===== src/hw/cpu_pkg.sv =====
`default_nettype none
// ISA definitions shared by the pipeline stages
// Codes missing from opcode_e are illegal and run as NOP after raising err

package cpu_pkg;

   localparam int DATA_W = 16;  // Data and instruction width
   localparam int REG_AW = 3;   // Eight registers
   localparam int OPC_W  = 5;   // Opcode field, instr[15:11]

   // Instruction formats
   //   ALU_R           opc | rs[10:8] | rt[7:5] | rd[4:2] | func[1:0]
   //   ADDI, LD, ST    opc | rs[10:8] | rd[7:5] | imm5[4:0]
   //   LBI, BEQZ/BNEZ  opc | rs[10:8] | imm8[7:0]
   //   J               opc | imm11[10:0]
   typedef enum logic [OPC_W-1:0] {
      HALT  = 5'b00000,
      NOP   = 5'b00001,
      J     = 5'b00100,  // PC + 2 + imm11
      ADDI  = 5'b01000,
      BEQZ  = 5'b01100,
      BNEZ  = 5'b01101,
      ST    = 5'b10000,  // mem[rs + imm5] = rd field register
      LD    = 5'b10001,
      LBI   = 5'b11000,  // rs field is the destination
      ALU_R = 5'b11011   // Function in instr[1:0]
   } opcode_e;

   // ALU_R function codes in instr[1:0]
   localparam logic [1:0] FUNC_ADD = 2'b00;
   localparam logic [1:0] FUNC_SUB = 2'b01;  // rs - rt
   localparam logic [1:0] FUNC_XOR = 2'b10;
   localparam logic [1:0] FUNC_AND = 2'b11;

   typedef enum logic [2:0] {
      ADD,
      SUB,
      AND,
      XOR,
      PASS_B  // Second operand straight through, used by LBI
   } alu_op_e;

endpackage

`default_nettype wire


===== src/hw/hazard_unit.sv =====
`default_nettype none
// Stall only, no forwarding. Writeback is covered by the register file bypass
// we_e and we_m must already be qualified by their stage valid bits

module hazard_unit
   import cpu_pkg::*;
(
   input  logic [REG_AW-1:0] rs_d,
   input  logic [REG_AW-1:0] rt_d,
   input  logic              uses_rs_d,
   input  logic              uses_rt_d,
   input  logic              valid_d,
   input  logic [REG_AW-1:0] rd_e,
   input  logic              we_e,
   input  logic [REG_AW-1:0] rd_m,
   input  logic              we_m,
   output logic              stall,
   output logic              bubble
);

   logic rs_hit_e;
   logic rs_hit_m;
   logic rt_hit_e;
   logic rt_hit_m;

   // Sources against writers still in flight
   assign rs_hit_e = uses_rs_d && we_e && (rs_d == rd_e);
   assign rs_hit_m = uses_rs_d && we_m && (rs_d == rd_m);
   assign rt_hit_e = uses_rt_d && we_e && (rt_d == rd_e);
   assign rt_hit_m = uses_rt_d && we_m && (rt_d == rd_m);

   assign stall  = valid_d && (rs_hit_e || rs_hit_m || rt_hit_e || rt_hit_m);
   assign bubble = stall;   // Hold decode, send an empty slot to execute

endmodule

`default_nettype wire


===== config.mk =====
export PLATFORM = sky130hd
export DESIGN_NAME = hazard_unit
export DESIGN_NICKNAME = d
export VERILOG_FILES = /design/src/hw/cpu_pkg.sv /design/src/hw/hazard_unit.sv
export SDC_FILE = /design/constraint.sdc
export NUM_CORES = 1
export LEC_CHECK = 0
export BUFFER_PORTS_ARGS = -buffer_cell sky130_fd_sc_hd__buf_2
export CAP_MARGIN = 30
export CORE_AREA = 2 2 39 41
export DETAILED_ROUTE_END_ITERATION = 16
export DIE_AREA = 0 0 41 43
export PLACE_DENSITY = 0.37
export SETUP_SLACK_MARGIN = 0.4
export SYNTH_ARGS = -nofsm -noshare
export SYNTH_HDL_FRONTEND = slang
export SYNTH_SLANG_ARGS = --single-unit

===== constraint.sdc =====
create_clock -name vclk -period 2.4
set_input_delay 0.6 -clock vclk [all_inputs]
set_output_delay 0.6 -clock vclk [all_outputs]
set_load 0.01 [all_outputs]

Yosys cells after proc, flatten, opt, wreduce, memory -nomap -nowiden:

Cells that the tools add are included.

* flip-flop bits (word level): 0
* latch bits: 0
* RAM bits: 0
* bits in read-only memories: 0
* input port bits: 17
* logic and storage cells: 16
* memories: 0

* add/subtract/negate cells: 0
* multiply operators: 0
* div/mod/pow operators: 0
* magnitude comparators: 0
* equal/unequal tests: 4
* shift-type cells: 0
* mux-type cells: 0
* bitwise gates (word level): 0
* reduce and logical (&&, ||, !) cells: 12

Operators with widths (count)
* $eq A3 B3 Y1: 4
* $logic_and A1 B1 Y1: 9
* $logic_or A1 B1 Y1: 3

Logic depth before layout (Yosys ltp):

* depth after elaboration: 6
* gate-level depth with buffers: 4

Worst setup path after synthesis:

OpenSTA, ideal clock, no wires.

* path kind: input -> output
* from: in rt_d[2]
* to: out stall
* arrival time: 1.417 ns
* data required time: 1.800 ns
* slack: 0.383 ns
* stages: 4
* buffers on the path: 1
* cells stage by stage: xor2_1 > nor4_1 > o41a_1 > buf_4

* cells in the longest elaborated chain, start to end: 5
* elaborated cells on any way between the ends: 7
* those cells by class: eq/ne: 2; reduce/logical: 5

RTL lines
* from (decl): line hazard_unit.sv:9 `input logic [REG_AW-1:0] rt_d,`
* $eq A3 B3 Y1: line hazard_unit.sv:29 `assign rt_hit_e = uses_rt_d && we_e && (rt_d == rd_e);`
* $logic_and A1 B1 Y1: line hazard_unit.sv:29
* $logic_or A1 B1 Y1: line hazard_unit.sv:32 `assign stall = valid_d && (rs_hit_e || rs_hit_m || rt_hit_e || rt_hit_m);`
* $logic_or A1 B1 Y1 *: line hazard_unit.sv:32
* $logic_and A1 B1 Y1 *: line hazard_unit.sv:32
* to (decl): line hazard_unit.sv:17 `output logic stall,`

Every way passes the cells marked *; elsewhere a longest branch is shown, timed or not.

Worst setup path after layout:

* from: in rd_m[1]
* to: out stall

* cells in the longest elaborated chain, start to end: 6
* elaborated cells on any way between the ends: 8
* those cells by class: eq/ne: 2; reduce/logical: 6

RTL lines
* from (decl): line hazard_unit.sv:15 `input logic [REG_AW-1:0] rd_m,`
* $eq A3 B3 Y1: line hazard_unit.sv:28 `assign rs_hit_m = uses_rs_d && we_m && (rs_d == rd_m);`
* $logic_and A1 B1 Y1: line hazard_unit.sv:28
* $logic_or A1 B1 Y1 (2 in a row): line hazard_unit.sv:32
* $logic_or A1 B1 Y1 *: line hazard_unit.sv:32
* $logic_and A1 B1 Y1 *: line hazard_unit.sv:32

Marked as above.

==> run metrics <==
Synth Cell Area 164 um2; Synth top area share 64.1%; pre-CTS WS 0.269 ns; drc violations 0; Synth area leader xor2_1; syn_nets 39; library cells used by synthesis 5; first-pass GRT wire length 731 um; NumNets Final 59; IO Port Bufs 19; Slew HR 83.0%; post-layout util 28.1%; share of layout cells above drive strength 1 67.5%; power density over the cells 157 nW/um2; DRT Wirelength 526 um; WP data arrival 1.52 ns; DRT antenna net count 0; antenna cells 0; CTS Hold Bufs 0; crit-path cells buf_2, xor2_1, nor4_1, o41a_1, buf_2; via count 215; Crit path top cell by count buf_2; Hold WC Path Type in -> out; outcome finished, final reports clean; CLK BUF 0; Period Utilization, post-route 88.4%; Period minus WS final 2.12 ns; Final setup viols 0; VDD IR-drop max 0.0453 mV; GRT Overall Usage 5.59%; vias in the first global route 206; DR vias/cell 3.84; drt first pass iters 4; DRT iter0 DRCs 3; die outline width 41 um; Fin Setup TNS 0 ns; Syn. warnings 0; post-route setup slack 0.277 ns; largest net degree at the start of global routing 3; sequential cell area fraction in the yosys report 0%; Mapped Cells 22; top area cells in the synthesized netlist xor2_1, nor4_1, nand2_1; Worst Setup Start Kind input port; Final Slew Violations 0; Final Wtd Congestion 0.632; worst slew pin tran 0.253 ns; FFs & Latches 0; Setup crit end kind output port; row count 14; Leak Pwr 0.170 nW; fillcell total 160; crit path buf inv count 2; max-cap viol count 0; P&R area growth vs syn 137%; initial antenna violation count 0; CP required 1.80 ns; grt total ovfl 0; DIE AREA 1760 um2; CP max stage delay 0.42 ns; Mean Syn Cell Area 7.45 um2; Initial Util 11.8%; Fin. Hold Viols 0; critical path peak fanout 2; Core ar. 1380 um2; Avg WL per Cell 9.39 um; Max Freq 471 MHz; RSZ-0062 raised after global routing yes; Die Height 43 um; I/O Pins 19; delay-heaviest family, CP compound AO/OA/AOI/OAI gates; area occupied by registers 0 um2; Crit Path Category in -> out; CP max-delay cell o41a_1; Final HPWL DP 447 um
==> worst paths after layout <==
kind / startpoint / endpoint / slack [ns] / cells after the start
max: rd_m[1] / stall / 0.28 / 5
min: valid_d / bubble / 1.55 / 3
==> cell usage after synthesis (all sizes together) <==
cell type  number
xor2           12
nand2           4
nor4            4
buf             1
o41a            1
==> report_power, final <==
part | leakage [nW] | internal [mW] | switching [mW]
clock | 0 | 0 | 0
combinational | 0.170 | 0.0350 | 0.0263
sequential | 0 | 0 | 0
total | 0.170 | 0.0350 | 0.0263
==> routing by layer <==
metal	vias to the layer above	GRT usage, %	part of all wire [%]
li1	108	-	-
met1	99	6.96	33
met2	8	10.6	60
met3	0	0	6.8
met4	0	0	0
met5	-	0	0
==> logic make-up after synthesis <==
kind of cell | count (synthesis) | synth area share, %
and+or+nand+nor | 8 | 24.4
buffers and inverters | 1 | 4.58
AOI/OAI and AO/OA | 1 | 6.87
xor gates and xnor gates | 12 | 64.1
==> metrics by stage <==
stage                     std cells  total power [mW]  cell area (um2)  hold slack (ns)
after floorplan                  22            0.0186              164             1.33
after CTS                        56            0.0444              284             1.55
after global routing             56            0.0668              389             1.56
final                            56            0.0612              389             1.55
after detailed placement         56            0.0421              272             1.55
after global placement           56            0.0426              272             1.54
==> repair_timing <==
action | 4_1_cts | 5_1_grt
setup buffers | 0 | 0
endpoints found under the setup margin | 2 | 2
endpoints found under the hold margin | 0 | 0
pin swaps | 3 | 10
resized for setup | 2 | 20
cloned | 0 | 0
==> area by class of cell <==
cell class                      instances  area, um2  area share, %
Tap cell                               16       20.0           5.14
Multi-Input combinational cell         21        214           55.0
Timing Repair Buffer                   19        155           39.9
==> cells in the final DEF (no fill, tap or decap), drive strengths merged <==
cell / n
nand2: 4
nor4: 4
o41a: 1
buf: 19
xor2: 12
No activity file was read; power rests on OpenSTA's default activity.
