--- src/hw/cpu_pkg.sv ---
`default_nettype none
// ISA definitions shared by the pipeline stages
// Codes missing from opcode_e are illegal and run as NOP after raising err

package cpu_pkg;

   localparam int DATA_W = 16;  // Data and instruction width
   localparam int REG_AW = 3;   // Eight registers
   localparam int OPC_W  = 5;   // Opcode field, instr[15:11]

   // Instruction formats
   //   ALU_R           opc | rs[10:8] | rt[7:5] | rd[4:2] | func[1:0]
   //   ADDI, LD, ST    opc | rs[10:8] | rd[7:5] | imm5[4:0]
   //   LBI, BEQZ/BNEZ  opc | rs[10:8] | imm8[7:0]
   //   J               opc | imm11[10:0]
   typedef enum logic [OPC_W-1:0] {
      HALT  = 5'b00000,
      NOP   = 5'b00001,
      J     = 5'b00100,  // PC + 2 + imm11
      ADDI  = 5'b01000,
      BEQZ  = 5'b01100,
      BNEZ  = 5'b01101,
      ST    = 5'b10000,  // mem[rs + imm5] = rd field register
      LD    = 5'b10001,
      LBI   = 5'b11000,  // rs field is the destination
      ALU_R = 5'b11011   // Function in instr[1:0]
   } opcode_e;

   // ALU_R function codes in instr[1:0]
   localparam logic [1:0] FUNC_ADD = 2'b00;
   localparam logic [1:0] FUNC_SUB = 2'b01;  // rs - rt
   localparam logic [1:0] FUNC_XOR = 2'b10;
   localparam logic [1:0] FUNC_AND = 2'b11;

   typedef enum logic [2:0] {
      ADD,
      SUB,
      AND,
      XOR,
      PASS_B  // Second operand straight through, used by LBI
   } alu_op_e;

endpackage

`default_nettype wire

--- src/hw/fetch_stage.sv ---
`default_nettype none
// PC is a byte address that steps by 2. Instruction memory uses pc[MEM_AW:1]
// Host writes to instruction memory take effect only while run is low
// Fetch stops after a HALT and restarts only through reset or a redirect

module fetch_stage
   import cpu_pkg::*;
#(
   parameter int MEM_AW = 8
) (
   input  logic              clk,
   input  logic              arst_n,
   input  logic              run,
   input  logic              stall,
   input  logic              redirect,
   input  logic [DATA_W-1:0] redirect_pc,
   input  logic              host_we_imem,
   input  logic [MEM_AW-1:0] host_addr,
   input  logic [DATA_W-1:0] host_wdata,
   input  logic              halt_seen,
   output logic [DATA_W-1:0] instr_d,
   output logic [DATA_W-1:0] pc_d,
   output logic              valid_d
);

   logic [DATA_W-1:0] imem [2**MEM_AW];
   logic [DATA_W-1:0] pc;
   logic [DATA_W-1:0] instr_f;
   logic [DATA_W-1:0] pc_next;
   logic              stop;      // HALT fetched
   logic              fetch_en;
   logic              is_halt;

   assign instr_f  = imem[pc[MEM_AW:1]];
   assign pc_next  = pc + DATA_W'(2);
   assign fetch_en = run && !stop && !halt_seen;
   assign is_halt  = opcode_e'(instr_f[DATA_W-1 -: OPC_W]) == HALT;

   always_ff @(posedge clk) begin
      if (!run && host_we_imem) begin
         imem[host_addr] <= host_wdata;
      end
   end

   always_ff @(posedge clk or negedge arst_n) begin
      if (!arst_n) begin
         pc      <= '0;
         valid_d <= 1'b0;
         stop    <= 1'b0;
      end else if (redirect) begin
         pc      <= redirect_pc;
         valid_d <= 1'b0;
         stop    <= 1'b0;   // Any fetched HALT was on the wrong path
      end else if (!stall) begin
         valid_d <= fetch_en;
         if (fetch_en) begin
            pc <= pc_next;
            if (is_halt) stop <= 1'b1;
         end
      end
   end

   // Fetch/decode payload
   always_ff @(posedge clk) begin
      if (!stall && fetch_en) begin
         instr_d <= instr_f;
         pc_d    <= pc_next;
      end
   end

endmodule

`default_nettype wire

--- config.mk ---
export PLATFORM = sky130hd
export DESIGN_NAME = fetch_stage
export DESIGN_NICKNAME = d
export VERILOG_FILES = /design/src/hw/cpu_pkg.sv /design/src/hw/fetch_stage.sv
export SDC_FILE = /design/constraint.sdc
export NUM_CORES = 2
export LEC_CHECK = 0
export BUFFER_PORTS_ARGS = -buffer_cell sky130_fd_sc_hd__buf_2
export CAP_MARGIN = 20
export CORE_MARGIN = 4
export CORE_UTILIZATION = 25
export CTS_CLUSTER_SIZE = 40
export DETAILED_ROUTE_END_ITERATION = 7
export GPL_TIMING_DRIVEN = 0
export SETUP_SLACK_MARGIN = 0.2
export SYNTH_ARGS = -nofsm -noshare
export SYNTH_HDL_FRONTEND = slang
export SYNTH_SLANG_ARGS = --single-unit
--- constraint.sdc ---
create_clock -name clk -period 3.2 [get_ports clk]
set_input_delay 0 -clock clk [delete_from_list [all_inputs] [get_ports clk]]
set_output_delay 0 -clock clk [all_outputs]
set_load 0.02 [all_outputs]
# After elaboration in Yosys (flattened, before gate mapping)

Memory sizes are Yosys's and may differ from the RTL's.
Cells that the tools add are included.

Bits in writable memories: 4096
Bits of input ports: 47
Memories kept: 1
Flip-flop bits (word level): 50

Memories:

| name | words | width | read ports | clocked after memory_dff | wr ports | line              | RTL |
|---|---|---|---|---|---|---|---|
| imem | 256   | 16    | 1          | 0                        | 1        | fetch_stage.sv:26 | `logic [DATA_W-1:0] imem [2**MEM_AW];` |

Equality and inequality tests: 1
Reductions and logical operators: 13
Multiplexer cells: 11
$add $sub $neg: 1

Operators by type and width:

| cell                                                   | count |
|---|---|
| 2-to-1 mux 16 bit                                      | 3 |
| adder 16 x 2 -> 16 bit (second input constant)         | 1 |
| 2-to-1 mux 1 bit                                       | 8 |
| zero test 5 bit                                        | 1 |
| logical AND 1 bit                                      | 4 |
| zero test 1 bit                                        | 4 |
| nonzero test 2 bit                                     | 2 |
| AND reduction 3 bit                                    | 1 |
| inequality test 2 x 1 -> 1 bit (second input constant) | 1 |
| AND reduction 2 bit                                    | 1 |

# Depth between registers and ports, before layout

Depth after elaboration: 6
Depth in mapped cells: 15
Depth with buffers taken out: 9

# Worst setup path before layout

OpenSTA, ideal clock, no wires.

Path type: register to register
From: register pc[1]
To: register instr_d[10] (data pin)
Path buffers: 4
Stages on the path, launching flop included: 10
Arrival: 2.743 ns
Period minus slack after synthesis: 3.021 ns
Path slack: 0.179 ns
Cell sequence: dfrtp_1 buf_6 buf_4 buf_1 buf_2 mux4_2 mux4_2 mux2i_1 mux4_2 mux2i_1

Word-level cells in the longest chain between the ends: 1

RTL lines:

| what                     | line              | RTL |
|---|---|---|
| start: declaration       | fetch_stage.sv:27 | `logic [DATA_W-1:0] pc;` |
| start signal: assignment | fetch_stage.sv:51 | `pc <= redirect_pc;` |
| start signal: assignment | fetch_stage.sv:57 | `pc <= pc_next;` |
| memory (256 x 16 bit)    | --                |  |
| via instr_f[10]          | fetch_stage.sv:28 | `logic [DATA_W-1:0] instr_f;` |
| end signal: assignment   | fetch_stage.sv:66 | `instr_d <= instr_f;` |
| end: declaration         | fetch_stage.sv:21 | `output logic [DATA_W-1:0] instr_d,` |

The timed path passes the listed nets, and every way through them passes these cells.
A chain may end at the register's enable or synchronous reset.

# Final worst setup path

From: register pc[4]
To: register instr_d[10] (data pin)

The elaborated chain is that of the path after synthesis.

==> out/metrics.yaml <==
timing:
  hold_violations: 0
  fin_skew_ns: 0.0585
  rsz0062_at_grt: "true"
  fin_crit_sh: 1.29
  maxSlewViolCount: 0
  tightest_slew_ns: 1.30
  holdWs_ns: 0.0217
  fin_crit_ns: 4.14
  worst_slack_ns: -0.939
  clock.fmax_mhz: 242
  setup_viol: 33
  slew_headroom: 0.133
synth:
  synth_seq_area_share: 0.780
  post-synth-top-area-cell: "edfxtp_1"
  synth-edff-count: 4128
  synth_seq_cells: 4146
  async_reset_ff_frac: 0.00434
  yosysWarnings: 0
  syn_area_sq_um: 160000
  synth.distinct_cells: 68
  syn_nets: 6892
  syn_area_per_cell_sq_um: 23.3
  synth_top_flop_cell: "edfxtp_1"
  yosysTopAreaCellShare: 0.777
  ys_top_cells_by_area: "edfxtp_1, mux4_2, mux2i_1"
  synthCells: 6844
floorplanning:
  boundaryPins: 80
  die-area_sq_um: 651000
  core_region_area_sq_um: 636000
  die_y_microns: 807
  row_count: 293
  fp.dieW_microns: 807
  start_util: 0.251
setup_path:
  crit_slowest_cell: "mux4_2"
  slowest_delay_ns: 0.68
  required_ns: 3.94
  crit_path_end_kind: "flop"
  worstPathMaxFanout: 10
  critPathArrivalTime_ns: 4.88
  crit_chain: "buf_4 -> clkinv_2 -> buf_6 -> buf_6 -> buf_6 -> buf_6 -> buf_6 -> mux2i_4 -> mux4_2 -> mux2i_4"
  start_kind: "flop"
  cpMostUsedCell: "buf_6"
  critPathKind: "flop to flop"
placement:
  gp_congestion: 0.983
  io_buffers: 74
  place_ws_ns: -3.18
  dp.cells: 15599
  detailed_place_hpwl_microns: 411000
drt:
  drc: 0
  vias: 85988
  drt-total-wl_microns: 596000
  drt_pass1_iterations: 6
  dr.first_iter.drc_count: 14921
  wire_per_inst_microns: 35.7
  vias_per_cell: 5.15
  final_antenna_net_count: 1
clock_network:
  cts.sinks: 4146
  clock_latency_ns: 1.03
  cts_buffer_depth: 4
  cts_max_level: 5
  cts_tree: "built"
  cts_root_buf: "clkbuf_16"
  path_clk_slew_ns: 0.06
  numCtsBuffers: 416
final_layout:
  drive_gt1_frac: 0.378
  final_cells: 16703
  syn_to_final_growth_pct: 24.7
  fin_nets: 7955
global_route:
  first_global_vias: 81914
  grt_pass1_wl_microns: 774000
  antenna_found_initial: 69
  track_usage: 0.177
  overflow: 0
  grt_max_degree: 169
power_and_ir_drop:
  seq_power_share: 0.478
  p_int_w: 0.0939
  cellLeakagePower_nw: 60.9
  switching_share: 0.251
  power_w: 0.125
  power_density_nw_per_um2: 630
  switchingPower_w: 0.0315
  power.share.clock: 0.391
  ir_drop_mv: 0.533
  p_comb_frac: 0.131
min_path:
  worstHoldPathType: "input port to flop"
run_status:
  violations: "antenna rules, setup timing"
  outcome: "finished with violations"
job:
  max_cap_violations: 0
## critical path, delay by kind of cell, from the launching register on
family   cells  cell delay (ns)
buf+inv      7             2.06
mux          3             1.29
flops        1             0.48
## worst paths after layout
kind                               start     endpoint  slack (ns)  cells past startpoint
max in group asynchronous         arst_n        pc[2]        2.34                      3
worst max-delay path               pc[4]  instr_d[10]       -0.94                     10
worst min register to register     pc[0]      pc_d[0]        0.48                      0
worst min-delay path            redirect        pc[1]        0.02                      3
min in group asynchronous         arst_n      valid_d        0.22                      3
worst max register to register     pc[4]  instr_d[10]       -0.94                     10
## power groups by stage
| stage | clock network, W | registers [W] | logic, W |
|---|---|---|---|
| 2_1_floorplan | 0 | 0.0611 | 0.00599 |
| 3_3_place_gp | 0 | 0.0613 | 0.0128 |
| 3_5_place_dp | 0 | 0.0611 | 0.0132 |
| 4_1_cts | 0.0494 | 0.0599 | 0.0154 |
| 5_1_grt | 0.0518 | 0.0599 | 0.0164 |
| 6_report | 0.0490 | 0.0599 | 0.0165 |
## timing repair
item | 4_1_cts | 5_1_grt
pin swaps | 24 | 47
hold buffers | 93 | 0
hold endpoints to repair | 3280 | 0
resized for setup | 1046 | 215
buffers inserted | 85 | 109
cloned | 9 | 2
setup endpoints to repair | 1302 | 995
## placed cells by master (no fill, tap or decap), types with 89 or more instances in the layout
cell type / instances
edfxtp_1: 4128
mux4_2: 1135
clkbuf_16: 430
buf_8: 240
mux2i_1: 186
nor2_2: 168
buf_4: 158
buf_16: 150
clkbuf_1: 114
clkinv_1: 103
buf_12: 101
nor2_4: 99
nand2_1: 98
dlygate4sd3_1: 91
buf_2: 90
buf_6: 89
## per-layer routing
metal / wire [microns] / vias up / global-route usage
li1: - / 31582 / -
met1: 213000 / 46136 / 0.222
met2: 260000 / 6761 / 0.263
met3: 81900 / 1455 / 0.0675
met4: 39300 / 54 / 0.0977
met5: 921 / - / 0
## area by class of cell
type                    instances  area (sq um)
fillers                     59878        437000
diodes                         36          90.1
inverters                      14          62.6
plain buffers                 393          5240
clock buffers                 499         10800
clock inverters               272          2790
well taps                    8407         10500
multi-input cells            2290         36000
flip-flops and latches       4146        124000
repair buffers                646          9080
## sequential cells by signal (all words and copies together) (netlist names)
name	cells
pc_d	16
stop	1
imem	4096
valid_d	1
pc	16
instr_d	16
## cells in the mapped netlist (all sizes together) (18+ instances only)
cell type	instances
nand3	54
buf	267
a221oi	23
edfxtp	4128
nand2	106
a22oi	30
a31oi	19
mux4	1135
o221ai	36
nor2	292
a21oi	43
clkbuf	127
o21ai	50
mux2i	289
o22ai	27
dfrtp	18
nand4	18
## kinds of logic (layout without fill, tap and decap cells)
kind of cell | after synthesis | in the layout | share of synthesized area
AO/OA/AOI/OAI | 290 | 290 | 0.0127
adder cells (fa/ha/maj) | 1 | 1 | 0.0000784
other | 0 | 36 | 0
buffers and inverters | 408 | 1824 | 0.0126
multiplexers | 1440 | 1440 | 0.179
AND/OR/NAND/NOR | 532 | 532 | 0.0142
flip-flops | 4146 | 4146 | 0.780
XOR/XNOR | 27 | 27 | 0.00148
## metrics by stage
stage | area, sq um | util | TNS, ns
after CTS | 197000 | 0.309 | -11.05
after global placement | 171000 | 0.268 | -
after floorplan | 160000 | - | 0
final | 199000 | 0.313 | -12.14
after global routing | 199000 | 0.313 | -10.85
after detailed placement | 177000 | 0.278 | -2678.60
(Power assumes the default switching activity.)
