--- config.mk ---
export PLATFORM = sky130hd
export DESIGN_NAME = execute_stage
export DESIGN_NICKNAME = d
export VERILOG_FILES = /design/src/hw/cpu_pkg.sv /design/src/hw/execute_stage.sv
export SDC_FILE = /design/constraint.sdc
export NUM_CORES = 1
export LEC_CHECK = 0
export ABC_CLOCK_PERIOD_IN_PS = 4900
export BUFFER_PORTS_ARGS = -buffer_cell sky130_fd_sc_hd__buf_2
export CORE_MARGIN = 3
export CORE_UTILIZATION = 54
export DETAILED_ROUTE_END_ITERATION = 10
export GPL_TIMING_DRIVEN = 1
export PLACE_DENSITY = 0.95
export SLEW_MARGIN = 20
export SYNTH_ARGS = -nofsm -noshare
export SYNTH_HDL_FRONTEND = slang
export SYNTH_SLANG_ARGS = --single-unit
export TNS_END_PERCENT = 10
--- constraint.sdc ---
create_clock -name clk -period 4.9 [get_ports clk]
set_clock_uncertainty 0.2 [all_clocks]
set_input_delay 0.245 -clock clk [delete_from_list [all_inputs] [get_ports clk]]
set_output_delay 0.245 -clock clk [all_outputs]
set_load 0.02 [all_outputs]
--- src/hw/cpu_pkg.sv ---
`default_nettype none
// ISA definitions shared by the pipeline stages
// Codes missing from opcode_e are illegal and run as NOP after raising err

package cpu_pkg;

   localparam int DATA_W = 16;  // Data and instruction width
   localparam int REG_AW = 3;   // Eight registers
   localparam int OPC_W  = 5;   // Opcode field, instr[15:11]

   // Instruction formats
   //   ALU_R           opc | rs[10:8] | rt[7:5] | rd[4:2] | func[1:0]
   //   ADDI, LD, ST    opc | rs[10:8] | rd[7:5] | imm5[4:0]
   //   LBI, BEQZ/BNEZ  opc | rs[10:8] | imm8[7:0]
   //   J               opc | imm11[10:0]
   typedef enum logic [OPC_W-1:0] {
      HALT  = 5'b00000,
      NOP   = 5'b00001,
      J     = 5'b00100,  // PC + 2 + imm11
      ADDI  = 5'b01000,
      BEQZ  = 5'b01100,
      BNEZ  = 5'b01101,
      ST    = 5'b10000,  // mem[rs + imm5] = rd field register
      LD    = 5'b10001,
      LBI   = 5'b11000,  // rs field is the destination
      ALU_R = 5'b11011   // Function in instr[1:0]
   } opcode_e;

   // ALU_R function codes in instr[1:0]
   localparam logic [1:0] FUNC_ADD = 2'b00;
   localparam logic [1:0] FUNC_SUB = 2'b01;  // rs - rt
   localparam logic [1:0] FUNC_XOR = 2'b10;
   localparam logic [1:0] FUNC_AND = 2'b11;

   typedef enum logic [2:0] {
      ADD,
      SUB,
      AND,
      XOR,
      PASS_B  // Second operand straight through, used by LBI
   } alu_op_e;

endpackage

`default_nettype wire

--- src/hw/execute_stage.sv ---
`default_nettype none
// Branches and J resolve here. Target is pc_e (already PC + 2) plus imm
// A taken redirect flushes the two younger slots in fetch and decode

module execute_stage
   import cpu_pkg::*;
(
   input  logic               clk,
   input  logic               arst_n,
   input  opcode_e            opc_e,
   input  cpu_pkg::alu_op_e   alu_op_e,
   input  logic [DATA_W-1:0]  a_e,
   input  logic [DATA_W-1:0]  b_e,
   input  logic [DATA_W-1:0]  imm_e,
   input  logic [DATA_W-1:0]  pc_e,
   input  logic [REG_AW-1:0]  rd_e,
   input  logic               we_e,
   input  logic               valid_e,
   output logic               redirect,
   output logic [DATA_W-1:0]  redirect_pc,
   output logic [DATA_W-1:0]  alu_m,
   output logic [DATA_W-1:0]  st_data_m,
   output opcode_e            opc_m,
   output logic [REG_AW-1:0]  rd_m,
   output logic               we_m,
   output logic               valid_m
);

   logic [DATA_W-1:0] op_b;
   logic [DATA_W-1:0] alu;
   logic              use_imm;
   logic              taken;

   assign use_imm = opc_e inside {ADDI, LBI, LD, ST};
   assign op_b    = use_imm ? imm_e : b_e;

   always_comb begin
      case (alu_op_e)
         ADD:     alu = a_e + op_b;
         SUB:     alu = a_e - op_b;
         AND:     alu = a_e & op_b;
         XOR:     alu = a_e ^ op_b;
         PASS_B:  alu = op_b;
         default: alu = op_b;
      endcase
   end

   always_comb begin
      case (opc_e)
         BEQZ:    taken = (a_e == '0);
         BNEZ:    taken = (a_e != '0);
         J:       taken = 1'b1;
         default: taken = 1'b0;
      endcase
   end

   assign redirect    = valid_e && taken;
   assign redirect_pc = pc_e + imm_e;

   always_ff @(posedge clk or negedge arst_n) begin
      if (!arst_n) begin
         valid_m <= 1'b0;
         we_m    <= 1'b0;
      end else begin
         valid_m <= valid_e;
         we_m    <= we_e;    // Already gated by valid in decode
      end
   end

   // Execute/memory payload
   always_ff @(posedge clk) begin
      alu_m     <= alu;
      st_data_m <= b_e;
      opc_m     <= opc_e;
      rd_m      <= rd_e;
   end

endmodule

`default_nettype wire

# Word level (Yosys, flattened, before mapping)
# Index checks and enable logic that the tools add are counted.
dict set report op_classes {
  addsub 3
  multipliers 0
  div_mod_pow 0
  magnitude_cmp 0
  eq_ne 10
  shift 0
  mux 3
  bitwise_logic 2
  n_reduce_logical 5
}
# operator n
set ops {}
lappend ops {{16-bit one-hot mux with 4 select lines} 1}
lappend ops {{16-bit adder} 2}
lappend ops {{16-bit bitwise AND} 1}
lappend ops {{16-bit logical NOT} 1}
lappend ops {{16-bit two-way mux} 1}
lappend ops {{16-bit nonzero test} 1}
lappend ops {{16-bit subtractor} 1}
lappend ops {{16-bit bitwise XOR} 1}
lappend ops {{5-bit by 4-bit == test with 1-bit output (second input constant)} 3}
lappend ops {{5-bit == test (second input constant)} 3}
lappend ops {{3-bit by 2-bit == test with 1-bit output (second input constant)} 2}
lappend ops {{5-bit by 3-bit == test with 1-bit output (second input constant)} 1}
lappend ops {{4-bit nonzero test} 1}
lappend ops {{3-bit by 1-bit == test with 1-bit output (second input constant)} 1}
lappend ops {{3-bit logical NOT} 1}
lappend ops {{1-bit one-hot mux with 3 select lines} 1}
lappend ops {{1-bit logical AND} 1}
dict set report totals {
  ff_bits 42
  latch_bits 0
  ramBits 0
  rom_bits 0
  in_bits 79
  out_inout_bits 59
  wordCells 29
  n_memories 0
}

# Logic depth before layout (Yosys ltp)
# Gate-level depths: netlist (run 1).
dict set report depth {
  ltp_word 5
  ltp_mapped 17
  depth_no_buf 15
}

# Worst setup path after synthesis (run 1)
# Ideal clock, no wire load.
dict set report synth_path {
  path_type {input to register}
  startpoint {in opc_e[3]}
  endpoint {reg alu_m[13]}
  setup_ns 0.122
  t_arrival_ns 3.680
  required_ns 4.578
  path_slack_ns 0.898
  stages 16
  path_buffers 3
  cell_sequence {nor2b_1 -> o21ai_1 -> buf_2 -> buf_2 -> buf_2 -> mux2i_1 -> xnor2_1 -> ha_1 -> o211a_1 -> a211oi_1 -> a21oi_1 -> a2111o_1 -> a41oi_2 -> and3_1 -> nor2_1 -> a221o_1}
}
dict set report synth_between {
  elab_chain_len 5
  elab_cells_between_ends 11
  classes_between {add/sub (2); eq/ne (4); mux (2); bitwise (2); reduce/logical (1)}
}
# item line_no
set synth_lines {}
lappend synth_lines {{start: declaration} execute_stage.sv:10} ;# input opcode_e opc_e,
lappend synth_lines {{5-bit by 4-bit == test with 1-bit output or 5-bit == test (tied branches)} execute_stage.sv:34} ;# assign use_imm = opc_e inside {ADDI, LBI, LD, ST};
lappend synth_lines {{4-bit nonzero test (*)} execute_stage.sv:34}
lappend synth_lines {{16-bit two-way mux (*)} execute_stage.sv:35} ;# assign op_b = use_imm ? imm_e : b_e;
lappend synth_lines {{16-bit subtractor, or another cell as far along} execute_stage.sv:40} ;# SUB: alu = a_e - op_b;
lappend synth_lines {{16-bit one-hot mux with 4 select lines (*)} execute_stage.sv:38} ;# case (alu_op_e)
lappend synth_lines {{net alu[13]} execute_stage.sv:30} ;# logic [DATA_W-1:0] alu;
lappend synth_lines {{end signal: assignment} execute_stage.sv:72} ;# alu_m <= alu;
lappend synth_lines {{end: declaration} execute_stage.sv:21} ;# output logic [DATA_W-1:0] alu_m,
# The timed path passes the listed nets; every way through them passes the cells marked *.

# Worst setup path after layout (run 1)
dict set report layout_path {
  startpoint {in opc_e[3]}
  endpoint {reg alu_m[14]}
}
# The elaborated chain is that of the path after synthesis.

==> results of run 1 <==
==> state kept, by name (all words and copies together), names as in the netlist <==
register   flops
we_m           1
st_data_m     16
rd_m           3
opc_m          5
alu_m         16
valid_m        1
==> final timing paths <==
check                      startpoint   endpoint  slack (ps)  cells after the start
worst max-delay path         opc_e[3]  alu_m[14]         420                     15
worst min-delay path           arst_n    valid_m          70                      2
max in group asynchronous      arst_n       we_m        4330                      2
min in group clk             imm_e[9]   alu_m[9]         190                      3
==> layer usage <==
layer  wire length, um  global-route usage  up-vias
li1                  -                   -     1845
met1              4030               0.292     1774
met2              5520               0.523      220
met3               903              0.0473       49
met4               527               0.142        0
met5                 0                   0        -
==> per-stage QoR <==
step	hold WS, ps	total power [mW]	setup slack, ps
2_1_floorplan	-251	0.772	898
3_3_place_gp	-166	0.918	800
3_5_place_dp	-166	0.938	703
4_1_cts	65.9	1.18	447
5_1_grt	91.1	1.26	151
6_report	72.5	1.19	417
==> power breakdown <==
part	switching [mW]	internal, mW	leakage [nW]
logic	0.334	0.244	1.93
clock network	0.128	0.0991	0.0450
registers	0.00854	0.373	0.361
total	0.470	0.716	2.34
==> final cells by class <==
class	count	area (sq um)	area share
clock inverter	2	10.0	0.00214
multi-input combinational	341	2600	0.555
inverter	23	86.3	0.0184
sequential	42	851	0.182
timing repair buffer	166	971	0.207
tap	77	96.3	0.0206
clock buffer	6	72.6	0.0155
==> cell usage in the layout (no fill, tap or decap), types with 3 or more instances in the layout <==
cell	count
buf_2	137
ha_1	46
dfxtp_1	40
a21oi_1	33
xnor2_1	30
mux2i_1	29
nand2_1	28
dlygate4sd3_1	27
nor2_1	26
inv_1	23
o21ai_0	22
nor3_1	19
xor2_1	9
nor2b_1	7
mux2_2	7
nand3_1	7
o21a_1	7
a211oi_1	6
nor4_1	5
clkbuf_8	5
or3_1	4
or2_2	3
==> worst max-delay path, stage by stage <==
cell,delay [ps]
dlygate4sd3_1,530
buf_2,140
nor2b_1,150
o21ai_2,390
buf_4,340
mux2_2,430
or2b_1,270
o21ai_0,250
xnor2_1,160
ha_1,290
and3_1,220
a2111o_1,450
a31oi_1,220
mux2i_1,240
a21oi_1,110
==> cell families (layout without fill, tap and decap cells) <==
group | after synthesis | count (layout) | share of synthesized area
flops | 42 | 42 | 0.238
simple gates | 118 | 118 | 0.171
fa+ha+maj | 48 | 48 | 0.172
xor+xnor | 39 | 39 | 0.0954
compound gates | 99 | 99 | 0.180
buf+inv | 35 | 197 | 0.0381
mux | 37 | 37 | 0.106
==> what timing repair did <==
action | 4_1_cts | 5_1_grt
hold buffers | 27 | 0
setup buffers | 0 | 0
endpoints found under the hold margin | 28 | 0
==> results.sh, run 1 <==
export IMPL_detail_route_drc_violations=0
export IMPL_n_fill_cell=461
export IMPL_timing_final_crit_share=0.915
export IMPL_timing_max_slew_rel_slack=0.598
export IMPL_core_util_final=0.734
export IMPL_fin_tns_setup_ps=0
export IMPL_flow_area_growth_from_synthesis_pct=30.8
export IMPL_fin_crit_ps=4480
export IMPL_ioPinCount=138
export IMPL_grt_pass1_wl_mm=17.1
export IMPL_diodes=0
export IMPL_worst_ir_drop_vdd_uv=193
export IMPL_ys_ff_latch=42
export IMPL_clock_sink_count=42
export IMPL_post_cts_resize_count=0
export IMPL_routed_via_density=5.92
export IMPL_max_cap_violations=0
export IMPL_drt_wl_total_mm=11.0
export IMPL_syn_area_per_cell_sq_um=8.57
export IMPL_antenna_left=0
export IMPL_synth_area_leaders="dfxtp_1 22%, ha_1 16%, mux2i_1 8.1%, xnor2_1 7.3%, a21oi_1 4.6%"
export IMPL_htree_num_levels=2
export IMPL_yosys_cell_count_top_type="ha_1"
export IMPL_detail_route_wl_per_cell_um=16.7
export IMPL_final_instance_count_excl_fill=657
export IMPL_worstSetupPathType="input port to flop"
export IMPL_synthFlopType="dfxtp_1"
export IMPL_yosys_warnings=0
export IMPL_synth_largest_type_area_fraction=0.224
export IMPL_grt_start_max_net_pins=31
export IMPL_first_global_vias=3909
export IMPL_design_area_sq_mm=0.00469
export IMPL_mappedNetlistNets=545
export IMPL_synth_largest_area_cell="dfxtp_1"
export IMPL_rows=29
export IMPL_detailed_place_area_sq_mm=0.00433
export IMPL_tritoncts="yes"
export IMPL_setup_viol_count_final=0
export IMPL_die_x_um=87.4
export IMPL_finalWeightedCongestion=1.02
export IMPL_port_buffer_count=137
export IMPL_achievable_frequency_mhz=223
export IMPL_postSynthCellCount=418
export IMPL_die_h_um=87.4
export IMPL_cts_root_to_sink_buffers=2
export IMPL_final_net_count=706
export IMPL_core_sq_mm=0.00639
export IMPL_dpl_cell_count=622
export IMPL_detailroute_via_count=3888
export IMPL_worstHoldPathType="input port to asynchronous set/reset pin"
export IMPL_finalMaxSlewViolations=0
export IMPL_cts_root_buffer="clkbuf_8"
export IMPL_detail_route_iter0_violations=142
export IMPL_synth_edff_count=0
export IMPL_run_status="complete, no violations"
export IMPL_power_density_mw_per_mm2=253
export IMPL_netlist_top_cells_count="46 x ha_1, 40 x dfxtp_1, 33 x a21oi_1, 30 x xnor2_1, 29 x mux2i_1"
export IMPL_worst_ep_arrival_time_ps=4440
export IMPL_grt_antenna_before_repair=0
export IMPL_layout_drive_gt1_share=0.286
export IMPL_worst_setup_path_start_kind="input port"
export IMPL_cts_clk_slew_worst_paths_ps=90
export IMPL_grt_setup_unrepaired="false"
export IMPL_tritoncts_num_buffers=5
export IMPL_global_route_overflow_total=0
export IMPL_final_hold_violation_count=0
export IMPL_critical_path_peak_fanout=18
export IMPL_floorplan_initialDensity=0.561
export IMPL_mappedNetlistArea_sq_mm=0.00358
export IMPL_critPathRequiredTime_ps=4860
export IMPL_critPathCaptureType="flop"
export IMPL_leakagePower_nw=2.34
export IMPL_fp_dieArea_sq_mm=0.00765
export IMPL_ys_seq_area_frac=0.238
export IMPL_number_of_library_cell_types_mapped_by_synthesis=61
export IMPL_ys_async_sr_fraction=0.0476
export IMPL_firstDrtPassIters=5
export IMPL_groute_usage_overall=0.278
export IMPL_worstMarginPinSlew_ps=588
export IMPL_detailedPlacementHpwl_mm=8.43
Note: power is estimated with default switching activity, not from simulation.
==> run 2, diff against run 1 <==
CORE_ASPECT_RATIO = 1.5   (was not set)
==> results.sh, run 2 (synthesis results as in run 1) <==
export IMPL_die_x_um=72.5
export IMPL_critPathMaxStageDelay_ps=540
export IMPL_detailedPlacementHpwl_mm=8.61
export IMPL_worstSetupPathType="input port to flop"
export IMPL_ioPinCount=138
export IMPL_postCtsHoldBufs=27
export IMPL_wl_met3_um=813
export IMPL_drt_wl_total_mm=11.6
export IMPL_detail_route_wl_per_cell_um=17.7
export IMPL_grt_pass1_wl_mm=18.6
export IMPL_worst_ir_drop_vdd_uv=141
export IMPL_groute_usage_overall=0.302
export IMPL_fin_worst_hold_slack_ps=72.1
export IMPL_diodes=0
export IMPL_violations_in_the_final_reports="design-rule violations"
export IMPL_detailroute_wirelength_met2_mm=6.29
export IMPL_first_global_vias=4082
export IMPL_run_status="finished with violations"
export IMPL_worst_setup_path_start_kind="input port"
export IMPL_tritoncts="yes"
export IMPL_design_area_sq_mm=0.00469
export IMPL_grt_start_max_net_pins=31
export IMPL_cts_clk_slew_worst_paths_ps=90
export IMPL_timing_final_crit_share=0.899
export IMPL_die_h_um=106
export IMPL_layout_drive_gt1_share=0.288
export IMPL_met1Wirelength_mm=3.94
export IMPL_cts_root_buffer="clkbuf_8"
export IMPL_detailed_place_area_sq_mm=0.00433
export IMPL_core_sq_mm=0.00631
export IMPL_critPathRequiredTime_ps=4860
export IMPL_rows=35
export IMPL_worst_ep_arrival_time_ps=4370
export IMPL_finalMaxSlewViolations=0
export IMPL_most_common_layout_cells="137 x buf_2, 46 x ha_1, 40 x dfxtp_1"
export IMPL_flow_area_growth_from_synthesis_pct=31.1
export IMPL_slowest_stage="dlygate4sd3_1"
export IMPL_global_route_overflow_total=0
export IMPL_cts_setup_buffers=0
export IMPL_worstMarginPinSlew_ps=638
export IMPL_max_cap_violations=0
export IMPL_tritoncts_num_buffers=5
export IMPL_grt_antenna_before_repair=0
export IMPL_firstDrtPassIters=8
export IMPL_detail_route_iter0_violations=420
export IMPL_worstHoldPathType="input port to asynchronous set/reset pin"
export IMPL_core_util_final=0.744
export IMPL_timing_max_slew_rel_slack=0.563
export IMPL_clock_sink_count=42
export IMPL_final_hold_violation_count=0
export IMPL_layout_top_registers="alu_m (16), st_data_m (16), opc_m (5)"
export IMPL_htree_num_levels=2
export IMPL_top_layer="met4"
export IMPL_detailroute_via_count=3949
export IMPL_path_cells="dlygate4sd3_1 -> buf_2 -> nor2b_1 -> o21ai_2 -> buf_4 -> mux2_2 -> or2b_1 -> o21ai_0 -> xnor2_1 -> ha_1 -> and3_1 -> a2111o_1 -> a31oi_1 -> mux2i_1 -> a21oi_1"
export IMPL_antenna_left=0
export IMPL_path_delay_family="compound AO/OA/AOI/OAI gates"
export IMPL_most_frequent_standard_cell_in_the_layout_excluding_fill_and_tap_cells="buf_2"
export IMPL_final_net_count=706
export IMPL_critPathCaptureType="flop"
export IMPL_worst_path_buf_inv=3
export IMPL_dpl_cell_count=619
export IMPL_grt_setup_unrepaired="false"
export IMPL_floorplan_initialDensity=0.568
export IMPL_port_buffer_count=137
export IMPL_fin_crit_ps=4410
export IMPL_cts_root_to_sink_buffers=2
export IMPL_fin_tns_setup_ps=0
export IMPL_detail_route_drc_violations=1
export IMPL_n_fill_cell=459
export IMPL_achievable_frequency_mhz=227
export IMPL_finalWeightedCongestion=0.897
export IMPL_power_density_mw_per_mm2=258
export IMPL_critical_path_peak_fanout=17
export IMPL_final_instance_count_excl_fill=654
export IMPL_report_power_total_mw=1.21
export IMPL_leakagePower_nw=2.34
export IMPL_setup_viol_count_final=0
export IMPL_postLayoutSetupSlackWorst_ps=494
export IMPL_routed_via_density=6.04
export IMPL_fp_dieArea_sq_mm=0.00767
export IMPL_placement_setup_worst_slack_ps=673
export IMPL_post_cts_resize_count=0
[run 2: changes by cell type in the layout (fill, tap and decap cells not counted)]
cell,change
clkbuf_1,-1
clkbuf_8,+1
clkinv_2,-1
clkinvlp_4,+1
[run 2: worst paths after layout]
check / start / to / slack, ps / cells after the start
max in group asynchronous: arst_n / valid_m / 4320 / 2
min in group clk: imm_e[0] / alu_m[0] / 190 / 3
min: arst_n / we_m / 70 / 2
max: opc_e[3] / alu_m[14] / 490 / 15
[run 2: where the power goes]
group          internal (mW)  leakage (nW)  switching, mW
Clock                  0.114        0.0472          0.134
Combinational          0.244          1.93          0.339
Sequential             0.373         0.361        0.00843
Total                  0.731          2.34          0.481
[run 2: area by class of cell]
type / count / area (sq um) / area share
clock buffers: 6 / 82.6 / 0.0176
clock inverters: 2 / 12.5 / 0.00267
inverters: 23 / 86.3 / 0.0184
multi-input cells: 341 / 2600 / 0.554
flip-flops and latches: 42 / 851 / 0.181
well taps: 74 / 92.6 / 0.0197
repair buffers: 166 / 971 / 0.207
[run 2: per-layer routing]
| metal | GRT usage | vias up |
|---|---|---|
| li1 | - | 1849 |
| met1 | 0.304 | 1847 |
| met2 | 0.575 | 207 |
| met3 | 0.0448 | 46 |
| met4 | 0.157 | 0 |
| met5 | 0 | - |
