===== config.mk =====
export PLATFORM = sky130hd
export DESIGN_NAME = decode_stage
export DESIGN_NICKNAME = d
export VERILOG_FILES = /design/src/hw/cpu_pkg.sv /design/src/hw/decode_stage.sv
export SDC_FILE = /design/constraint.sdc
export NUM_CORES = 1
export LEC_CHECK = 0
export BUFFER_PORTS_ARGS = -buffer_cell sky130_fd_sc_hd__buf_2
export CAP_MARGIN = 20
export CORE_ASPECT_RATIO = 0.7
export CORE_MARGIN = 2
export CORE_UTILIZATION = 50
export CTS_BUF_LIST = sky130_fd_sc_hd__clkbuf_16
export DETAILED_ROUTE_END_ITERATION = 6
export GPL_ROUTABILITY_DRIVEN = 1
export PLACE_DENSITY = 0.78
export SLEW_MARGIN = 20
export SYNTH_ARGS = -nofsm -noshare
export SYNTH_HDL_FRONTEND = slang
export SYNTH_SLANG_ARGS = --single-unit
export TNS_END_PERCENT = 5

===== constraint.sdc =====
create_clock -name clk -period 1.5 [get_ports clk]
set_input_delay 0.15 -clock clk [delete_from_list [all_inputs] [get_ports clk]]
set_output_delay 0.15 -clock clk [all_outputs]
set_load 0.05 [all_outputs]

===== src/hw/cpu_pkg.sv =====
`default_nettype none
// ISA definitions shared by the pipeline stages
// Codes missing from opcode_e are illegal and run as NOP after raising err

package cpu_pkg;

   localparam int DATA_W = 16;  // Data and instruction width
   localparam int REG_AW = 3;   // Eight registers
   localparam int OPC_W  = 5;   // Opcode field, instr[15:11]

   // Instruction formats
   //   ALU_R           opc | rs[10:8] | rt[7:5] | rd[4:2] | func[1:0]
   //   ADDI, LD, ST    opc | rs[10:8] | rd[7:5] | imm5[4:0]
   //   LBI, BEQZ/BNEZ  opc | rs[10:8] | imm8[7:0]
   //   J               opc | imm11[10:0]
   typedef enum logic [OPC_W-1:0] {
      HALT  = 5'b00000,
      NOP   = 5'b00001,
      J     = 5'b00100,  // PC + 2 + imm11
      ADDI  = 5'b01000,
      BEQZ  = 5'b01100,
      BNEZ  = 5'b01101,
      ST    = 5'b10000,  // mem[rs + imm5] = rd field register
      LD    = 5'b10001,
      LBI   = 5'b11000,  // rs field is the destination
      ALU_R = 5'b11011   // Function in instr[1:0]
   } opcode_e;

   // ALU_R function codes in instr[1:0]
   localparam logic [1:0] FUNC_ADD = 2'b00;
   localparam logic [1:0] FUNC_SUB = 2'b01;  // rs - rt
   localparam logic [1:0] FUNC_XOR = 2'b10;
   localparam logic [1:0] FUNC_AND = 2'b11;

   typedef enum logic [2:0] {
      ADD,
      SUB,
      AND,
      XOR,
      PASS_B  // Second operand straight through, used by LBI
   } alu_op_e;

endpackage

`default_nettype wire


===== src/hw/decode_stage.sv =====
`default_nettype none
// Register file has no reset, so programs must load a register before using it
// A write from writeback is bypassed to a read of the same register
// err is sticky until reset. A flushed illegal opcode does not set it

module decode_stage
   import cpu_pkg::*;
(
   input  logic               clk,
   input  logic               arst_n,
   input  logic [DATA_W-1:0]  instr_d,
   input  logic [DATA_W-1:0]  pc_d,
   input  logic               valid_d,
   input  logic               bubble,
   input  logic               flush,
   input  logic               wb_we,
   input  logic [REG_AW-1:0]  wb_rd,
   input  logic [DATA_W-1:0]  wb_data,
   output logic [REG_AW-1:0]  rs_d,
   output logic [REG_AW-1:0]  rt_d,
   output logic               uses_rs_d,
   output logic               uses_rt_d,
   output opcode_e            opc_e,
   output cpu_pkg::alu_op_e   alu_op_e,
   output logic [DATA_W-1:0]  a_e,
   output logic [DATA_W-1:0]  b_e,
   output logic [DATA_W-1:0]  imm_e,
   output logic [DATA_W-1:0]  pc_e,
   output logic [REG_AW-1:0]  rd_e,
   output logic               we_e,
   output logic               valid_e,
   output logic               err
);

   logic [DATA_W-1:0] rf [2**REG_AW];
   opcode_e           opc;
   cpu_pkg::alu_op_e  alu_op;
   logic [REG_AW-1:0] rd;
   logic              we;
   logic              illegal;
   logic [DATA_W-1:0] imm;
   logic [DATA_W-1:0] rs_val;
   logic [DATA_W-1:0] rt_val;
   logic              load_e;   // Real instruction enters execute

   assign opc  = opcode_e'(instr_d[DATA_W-1 -: OPC_W]);
   assign rs_d = instr_d[10:8];
   assign rt_d = instr_d[7:5];

   always_comb begin
      alu_op    = ADD;
      uses_rs_d = 1'b0;
      uses_rt_d = 1'b0;
      rd        = instr_d[7:5];
      we        = 1'b0;
      illegal   = 1'b0;
      imm       = {{(DATA_W-5){instr_d[4]}}, instr_d[4:0]};  // imm5
      case (opc)
         NOP, HALT: ;
         ALU_R: begin
            uses_rs_d = 1'b1;
            uses_rt_d = 1'b1;
            rd        = instr_d[4:2];
            we        = 1'b1;
            case (instr_d[1:0])
               FUNC_ADD: alu_op = ADD;
               FUNC_SUB: alu_op = SUB;
               FUNC_XOR: alu_op = XOR;
               default:  alu_op = AND;
            endcase
         end
         ADDI, LD: begin
            uses_rs_d = 1'b1;
            we        = 1'b1;
         end
         ST: begin
            uses_rs_d = 1'b1;
            uses_rt_d = 1'b1;   // Store data from the rd field
         end
         LBI: begin
            rd     = instr_d[10:8];
            we     = 1'b1;
            alu_op = PASS_B;
            imm    = {{(DATA_W-8){instr_d[7]}}, instr_d[7:0]};
         end
         BEQZ, BNEZ: begin
            uses_rs_d = 1'b1;
            imm       = {{(DATA_W-8){instr_d[7]}}, instr_d[7:0]};
         end
         J: imm = {{(DATA_W-11){instr_d[10]}}, instr_d[10:0]};
         default: illegal = 1'b1;
      endcase
   end

   // Register file with writeback bypass
   always_ff @(posedge clk) begin
      if (wb_we) rf[wb_rd] <= wb_data;
   end

   assign rs_val = (wb_we && wb_rd == rs_d) ? wb_data : rf[rs_d];
   assign rt_val = (wb_we && wb_rd == rt_d) ? wb_data : rf[rt_d];

   assign load_e = valid_d && !bubble && !flush;

   always_ff @(posedge clk or negedge arst_n) begin
      if (!arst_n) begin
         valid_e <= 1'b0;
         we_e    <= 1'b0;
         err     <= 1'b0;
      end else begin
         valid_e <= load_e;
         we_e    <= load_e && we;
         if (valid_d && !flush && illegal) err <= 1'b1;
      end
   end

   // Decode/execute payload
   always_ff @(posedge clk) begin
      opc_e    <= illegal ? NOP : opc;
      alu_op_e <= alu_op;
      a_e      <= rs_val;
      b_e      <= rt_val;
      imm_e    <= imm;
      pc_e     <= pc_d;
      rd_e     <= rd;
   end

endmodule

`default_nettype wire


Yosys cells after proc, flatten, opt, wreduce, memory -nomap -nowiden
Memories as Yosys holds them, arrays and structs flattened. A register that Yosys moved wholly into a read port is not among the register bits.
Cells that the tools add are included.
{ "word_totals": {"ff_bits": 46, "output_inout_bits": 86, "mem_count": 1, "ramBits": 128, "wordCells": 44, "in_bits": 57} }
{ "memory_table": {"columns": ["memory", "words", "word_bits", "rd", "rd_clocked_by_memory_dff", "write_ports", "line_no", "rtl"], "rows": [
  ["rf", 8, 16, 2, 2, 1, "decode_stage.sv:35", "logic [DATA_W-1:0] rf [2**REG_AW];"]
]} }
{ "op_classes": {"eq_ne": 11, "muxes": 10, "n_reduce_logical": 14} }
{ "op_table": {"columns": ["cell", "n"], "rows": [
  ["$pmux 16 s2", 1],
  ["$eq 5x5->1 const B", 4],
  ["$eq 5x4->1 const B", 3],
  ["$pmux 3 s2", 2],
  ["$reduce_or 10->1", 1],
  ["$mux 1", 6],
  ["$pmux 2 s3", 1],
  ["$reduce_or 6->1", 1],
  ["$eq 5x1->1 const B", 1],
  ["$eq 5x3->1 const B", 1],
  ["$logic_and 1x1->1", 5],
  ["$logic_not 5->1", 1],
  ["$reduce_or 4->1", 1],
  ["$reduce_or 3->1", 1],
  ["$eq 2x1->1 const B", 1],
  ["$eq 2x2->1 const B", 1],
  ["$logic_not 1->1", 2],
  ["$logic_not 2->1", 1],
  ["$reduce_or 2->1", 1]
]} }

Longest topological paths before layout
Gate-level depths: netlist (run 1).
{ "depth": {"word_depth": 4, "depth_mapped": 6, "depth_no_buf": 5} }

Worst setup path after synthesis (run 1)
Ideal clock, no wire load.
{ "synth_path": {"path_type": "input to register", "start": "input port wb_rd[2]", "end": "memory rf[0][0] (enable)", "stages": 2, "path_slack_ps": -372, "required_time_ps": 1091, "arrival_ps": 1463, "path_cell_list": "nand2b_1 nor3_1"} }
{ "synth_lines": {"columns": ["item", "line_no", "rtl"], "rows": [
  ["from (decl)", "decode_stage.sv:17", "input logic [REG_AW-1:0] wb_rd,"],
  ["to (decl)", "decode_stage.sv:35", null]
]} }
Straight into the memory's write port.

==> run summary, run 1 <==
Row Count: 37
WL/cell: 21.6 um
EDFF count, synth: 128
crit-path cells: buf_12 -> mux4_1 -> mux2_2 -> buf_6
DR iter-0 viols: 384
Simple-Gate Fraction of Synth Area: 0.0342
Hold Crit Class: in2reg
CP bufs+invs: 2
Total Power: 0.0117 W
port buffer count: 142
critical path startpoint category: flop
ys async rst share: 0.0171
Final Hold Slack: 0.0208 ns
Synth area leaders: edfxtp_1, mux4_1, dfxtp_1
non-filler cells, final: 788
fin crit share: 1.44
Worst Path Max Fanout: 5
H-tree levels: 4
Synth top area share: 0.515
Via density: 5.56
Least-Margin Pin Slew: 0.535 ns
CTS sink count: 175
Routed Antenna Nets: 0
main combinational cell family by area after synthesis: multiplexers
DRC Markers: 0
clock latency on the worst-skew pair: 0.41 ns
Leakage: 3.74 nW
CTS tree: yes
Post-Syn Nets: 439
initial antenna violation count: 1
post-route cell area: 9810 um2
synth-to-layout area growth: 31.5%
DP Cell Count: 710
Initial Util: 0.510
Setup crit end kind: output pin
syn_area_per_cell: 19.6 um2
Post-synth top flop: edfxtp_1
layout cells sized above 1: 0.497
Fin. Hold Viols: 0
DP Area: 8570 um2
Critical Path Max Stage Delay: 0.56 ns
Yosys warnings: 0
Max Clock Freq: 0.463 GHz
DIE AREA: 15900 um2
Finish-stage setup viols: 32
Bufs on Longest Clock Path: 2
routability cong.: 0.769
Slew Viols, Final: 0
CP max-delay cell: mux4_1
DRT Pass-1 Iters: 5
first-pass GRT wire length: 25900 um
failing checks: setup timing
largest net degree at the start of global routing: 33
Die Y-Extent: 106 um
post-layout util: 0.671
die span in x: 150 um
setup slack after layout: -0.659 ns
ant diodes: 0
cells after synthesis: 380
vias in the first global route: 4549
CORE AREA: 14600 um2
area share of xor/xnor cells in the synthesized design: 0
register area share after synthesis: 0.643
clock skew: 0 ns
RSZ-0062 raised after global routing: true
Max Cap Viol: 0
Nets: 639
clock root buffer: clkbuf_16
post-synthesis mux area share: 0.270
maximum vdd drop: 0.922 mV
Synth area leader: edfxtp_1
adder-cell share of the synthesized area: 0.00335
Setup Crit Path Kind: reg2out
Inserted Clock Buffers: 17
All-Layer GR Usage: 0.226
grt total ovfl: 0
drt total wl: 17000 um
Synth Cell Area: 7460 um2
clock transition at the registers of the reported paths: 0.06 ns
routed via count: 4383
Compound-Gate Fraction of Synth Area: 0.0166
# IOs: 143
filler cell count: 1000
HPWL Detailed: 10000 um
Rel. slew slack: 0.640
FF+latch count, synth: 175
largest delay contributor family on the critical path: multiplexers
Power Dens Cells: 1190 nW/um2
Tmin final: 2.16 ns
WP data arrival: 2.01 ns
Critical Path RT: 1.35 ns
synth unique cells: 37
outcome: finished with violations
-- what timing repair did --
action / in CTS / in global routing
endpoints found under the hold margin: 124 / 0
endpoints found under the setup margin: 32 / 32
buffers inserted: 5 / 0
resized for setup: 124 / 42
hold buffers: 42 / 0
gates cloned: 3 / 1
-- flip-flops by register name (all words and copies together) (netlist names), named ones only --
signal,flops
alu_op_e,3
err,1
imm_e,11
opc_e,5
pc_e,16
rd_e,3
rf,128
valid_e,1
we_e,1
-- cell type report --
class                      instances  area, um2  area share
timing repair buffer             213       1860       0.190
tap                              195        244      0.0249
clock buffer                      19        475      0.0485
sequential                       175       4810       0.490
clock inverter                    13        110      0.0112
inverter                           4       15.0     0.00153
multi-input combinational        169       2290       0.234
-- where the power goes --
part,internal (W),switching [W]
sequential,0.00538,0.0000876
clock,0.00248,0.00177
combinational,0.000833,0.00112
-- per-layer routing --
layer  vias up  GRT usage  wire [um]
met5         -          0          0
met4         0     0.0681        253
met3        18     0.0639       1120
met2       175      0.373       8890
met1      2257      0.296       6720
li1       1933          -          -
-- cell usage in the layout, fill, tap and decap left out, types with 15 or more instances in the layout --
| cell | instances |
|---|---|
| edfxtp_1 | 128 |
| buf_2 | 110 |
| mux4_2 | 60 |
| dfxtp_1 | 42 |
| dlygate4sd3_1 | 42 |
| clkbuf_16 | 20 |
| buf_12 | 18 |
| mux2_4 | 17 |
| buf_8 | 17 |
| buf_6 | 17 |
| nand2_1 | 15 |
| mux2_2 | 15 |
-- through the flow --
step                      setup slack, ns  setup TNS [ns]
after detailed placement           -0.329           -8.58
after floorplan                    -0.362           -9.20
after global placement             -0.291           -7.56
final                              -0.659          -19.79
after global routing               -0.726          -21.91
after CTS                          -0.712          -21.95
-- cells by family (layout without fill, tap and decap cells) --
kind of cell             Yosys count  after routing
AO/OA/AOI/OAI                     18             18
adder cells (fa/ha/maj)            2              2
buffers and inverters             36            249
flip-flops                       175            175
multiplexers                      96             96
AND/OR/NAND/NOR                   53             53
-- final timing paths --
path                       depth (start not counted)  startpoint  slack, ns        to
setup / recovery                                   4        flop      -0.66   b_e[12]
hold / removal                                     1  wb_data[1]       0.02  rf[2][1]
setup reg to reg                                   1         err       0.86       err
hold reg to reg                                    1         err       0.48       err
max in group asynchronous                          2      arst_n       1.33      we_e
min in group asynchronous                          2      arst_n       0.07       err
-- cell usage after synthesis, types with 5 or more instances --
cell	n
buf_1	7
buf_4	12
buf_6	8
dfxtp_1	44
edfxtp_1	128
mux2_2	32
mux4_1	56
mux4_2	8
nand2_1	15
nand2b_1	6
nor2_1	13
nor2b_1	5
o21ai_0	6
No activity file was read; power rests on OpenSTA's default activity.
==> run 2: changes to the inputs <==
--- a/config.mk
+++ b/config.mk
@@ -5,15 +5,15 @@
 export SDC_FILE = /design/constraint.sdc
 export NUM_CORES = 1
 export LEC_CHECK = 0
-export BUFFER_PORTS_ARGS = -buffer_cell sky130_fd_sc_hd__buf_2
 export CAP_MARGIN = 20
 export CORE_ASPECT_RATIO = 0.7
 export CORE_MARGIN = 2
-export CORE_UTILIZATION = 50
+export CORE_UTILIZATION = 55
 export CTS_BUF_LIST = sky130_fd_sc_hd__clkbuf_16
 export DETAILED_ROUTE_END_ITERATION = 6
+export DONT_BUFFER_PORTS = 1
 export GPL_ROUTABILITY_DRIVEN = 1
-export PLACE_DENSITY = 0.78
+export PLACE_DENSITY = 0.75
 export SLEW_MARGIN = 20
 export SYNTH_ARGS = -nofsm -noshare
 export SYNTH_HDL_FRONTEND = slang
==> constraint.sdc (replaced) <==
create_clock -name clk -period 1.5 [get_ports clk]
set_input_delay 0.075 -clock clk [delete_from_list [all_inputs] [get_ports clk]]
set_output_delay 0.075 -clock clk [all_outputs]
set_load 0.05 [all_outputs]
==> run summary, run 2 (same netlist as run 1, synthesis figures left out) <==
grt total ovfl: 0 (unchanged)
drt total wl: 16000 um (was 17000 um)
routability cong.: 0.747 (was 0.769)
DRT Pass-1 Iters: 5 (unchanged)
first-pass GRT wire length: 23700 um (was 25900 um)
Sw Pwr: 0.00285 W (was 0.00298 W)
outcome: finished with violations (unchanged)
flop2flop setup slack: 0.86 ns (about the same)
H-tree levels: 4 (unchanged)
CORE AREA: 13200 um2 (was 14600 um2)
Setup crit end kind: output pin (unchanged)
Worst Path Max Fanout: 9 (was 5)
vias in the first global route: 4066 (was 4549)
Post-CTS Setup Repair Bufs: 0 (was 5)
hold wc startpoint: wb_rd[0] (was wb_data[1])
hold endpoint: rf[4][5] (was rf[2][1])
WL/cell: 24.4 um (was 21.6 um)
Die Y-Extent: 101 um (was 106 um)
footprint of the multi-input gates: 2410 um2 (was 2290 um2)
initial antenna violation count: 0 (was 1)
Power Dens Cells: 1280 nW/um2 (was 1190 nW/um2)
Routed Antenna Nets: 0 (unchanged)
clock transition at the registers of the reported paths: 0.07 ns (was 0.06 ns)
Nets: 515 (was 639)
failing checks: setup timing (unchanged)
DIE AREA: 14500 um2 (was 15900 um2)
cell depth of the worst flop-to-flop path: 1 (unchanged)
DP Worst Slack: -0.144 ns (was -0.329 ns)
clock skew: 0 ns (unchanged)
Row Count: 35 (was 37)
Critical Path RT: 1.42 ns (was 1.35 ns)
Max Clock Freq: 0.492 GHz (was 0.463 GHz)
Final Hold Slack: 0.0296 ns (was 0.0208 ns)
FF-to-FF Start: err (unchanged)
critical path startpoint category: flop (unchanged)
leading cell type in the layout, fill and taps excluded: edfxtp_1 (unchanged)
routed via count: 3952 (was 4383)
ant diodes: 0 (unchanged)
Setup Crit Path Kind: reg2out (unchanged)
Fin. Hold Viols: 0 (unchanged)
largest net degree at the start of global routing: 33 (unchanged)
Total Power: 0.0116 W (was 0.0117 W)
DP Area: 7820 um2 (was 8570 um2)
post-layout util: 0.687 (was 0.671)
post-route cell area: 9060 um2 (was 9810 um2)
Via density: 6.04 (was 5.56)
hold depth: 2 (was 1)
All-Layer GR Usage: 0.230 (was 0.226)
Comb power frac: 0.117 (was 0.168)
HPWL Detailed: 9170 um (was 10000 um)
fin crit share: 1.35 (was 1.44)
layout cells sized above 1: 0.307 (was 0.497)
clock latency on the worst-skew pair: 0.41 ns (about the same)
WP data arrival: 1.96 ns (was 2.01 ns)
clock root buffer: clkbuf_16 (unchanged)
sequential share of power: 0.489 (was 0.468)
synth-to-layout area growth: 21.4% (was 31.5%)
Finish-stage setup viols: 32 (unchanged)
FF-to-FF End: err (unchanged)
Slew Viols, Final: 0 (unchanged)
# IOs: 143 (unchanged)
Bufs on Longest Clock Path: 2 (unchanged)
Inserted Clock Buffers: 17 (unchanged)
setup slack after layout: -0.532 ns (was -0.659 ns)
Largest Register: rf (unchanged)
Initial Util: 0.566 (was 0.510)
Least-Margin Pin Slew: 0.519 ns (was 0.535 ns)
Tmin final: 2.03 ns (was 2.16 ns)
Leakage: 3.28 nW (was 3.74 nW)
share of total power in the clock network: 0.393 (was 0.364)
commonest non-fill, non-tap cells in the layout: edfxtp_1, dlygate4sd3_1, mux4_2 (was edfxtp_1, buf_2, mux4_2)
CTS tree: yes (unchanged)
FF+latch area: 4810 um2 (about the same)
Net Sw Frac: 0.246 (was 0.256)
CTS sink count: 175 (unchanged)
max reg flops: 128 (unchanged)
Internal: 0.00873 W (was 0.00869 W)
die span in x: 143 um (was 150 um)
port buffer count: 0 (was 142)
RSZ-0062 raised after global routing: true (unchanged)
maximum vdd drop: 1.06 mV (was 0.922 mV)
DR iter-0 viols: 299 (was 384)
filler cell count: 825 (was 1000)
Hold Crit Class: in2reg (unchanged)
largest registers: rf x128, pc_e x16, imm_e x11 (unchanged)
Rel. slew slack: 0.651 (was 0.640)
Max Cap Viol: 0 (unchanged)
DRC Markers: 0 (unchanged)
-- run 2: area by class of cell --
| type | instances | share of cell area |
|---|---|---|
| clock inverter | 15 | 0.0216 |
| timing repair buffer | 89 | 0.107 |
| tap | 185 | 0.0256 |
| clock buffer | 17 | 0.0470 |
| inverter | 4 | 0.00166 |
| multi-input combinational | 169 | 0.266 |
| sequential | 175 | 0.531 |
-- run 2: worst max-delay path by stage --
stage / from / endpoint / slack, ns
final: flop / b_e[4] / -0.53
after global routing: flop / b_e[4] / -0.59
after CTS: flop / b_e[3] / -0.57
after detailed placement: flop / a_e[11] / -0.14
after global placement: flop / a_e[6] / -0.13
after floorplan: instr_d[14] / uses_rs_d / -0.21
-- run 2: metal layers --
layer / global-route usage / part of all wire / vias to the layer above
li1: - / - / 1699
met1: 0.297 / 0.40 / 2055
met2: 0.381 / 0.51 / 178
met3: 0.0709 / 0.073 / 20
met4: 0.0762 / 0.017 / 0
met5: 0 / 0 / -
-- run 2: power groups by stage --
stage / Sequential (W) / Clock (W) / Combinational [W]
final: 0.00567 / 0.00456 / 0.00136
after global routing: 0.00568 / 0.00481 / 0.00143
after CTS: 0.00566 / 0.00462 / 0.00135
after detailed placement: 0.00576 / 0 / 0.00108
after global placement: 0.00575 / 0 / 0.00106
after floorplan: 0.00574 / 0 / 0.000949
-- run 2: stage by stage --
stage | cells | TNS (ns)
5_1_grt | 654 | -17.30
3_3_place_gp | 562 | -2.94
4_1_cts | 652 | -15.77
6_report | 654 | -15.46
2_1_floorplan | 380 | -5.34
3_5_place_dp | 562 | -3.41
-- run 2: critical path, stage by stage, from the launching register on --
cell and delay, ns:
dfxtp_4 0.41, clkbuf_16 0.19, mux4_1 0.56, mux2_4 0.38
-- run 2: timing repair --
item                                    in CTS  in global routing
hold endpoints to repair                   180                  0
gates cloned                                 0                  2
hold buffers                                58                  0
endpoints found under the setup margin      32                 32
resized for setup                           66                  5
pin swaps                                    0                  0
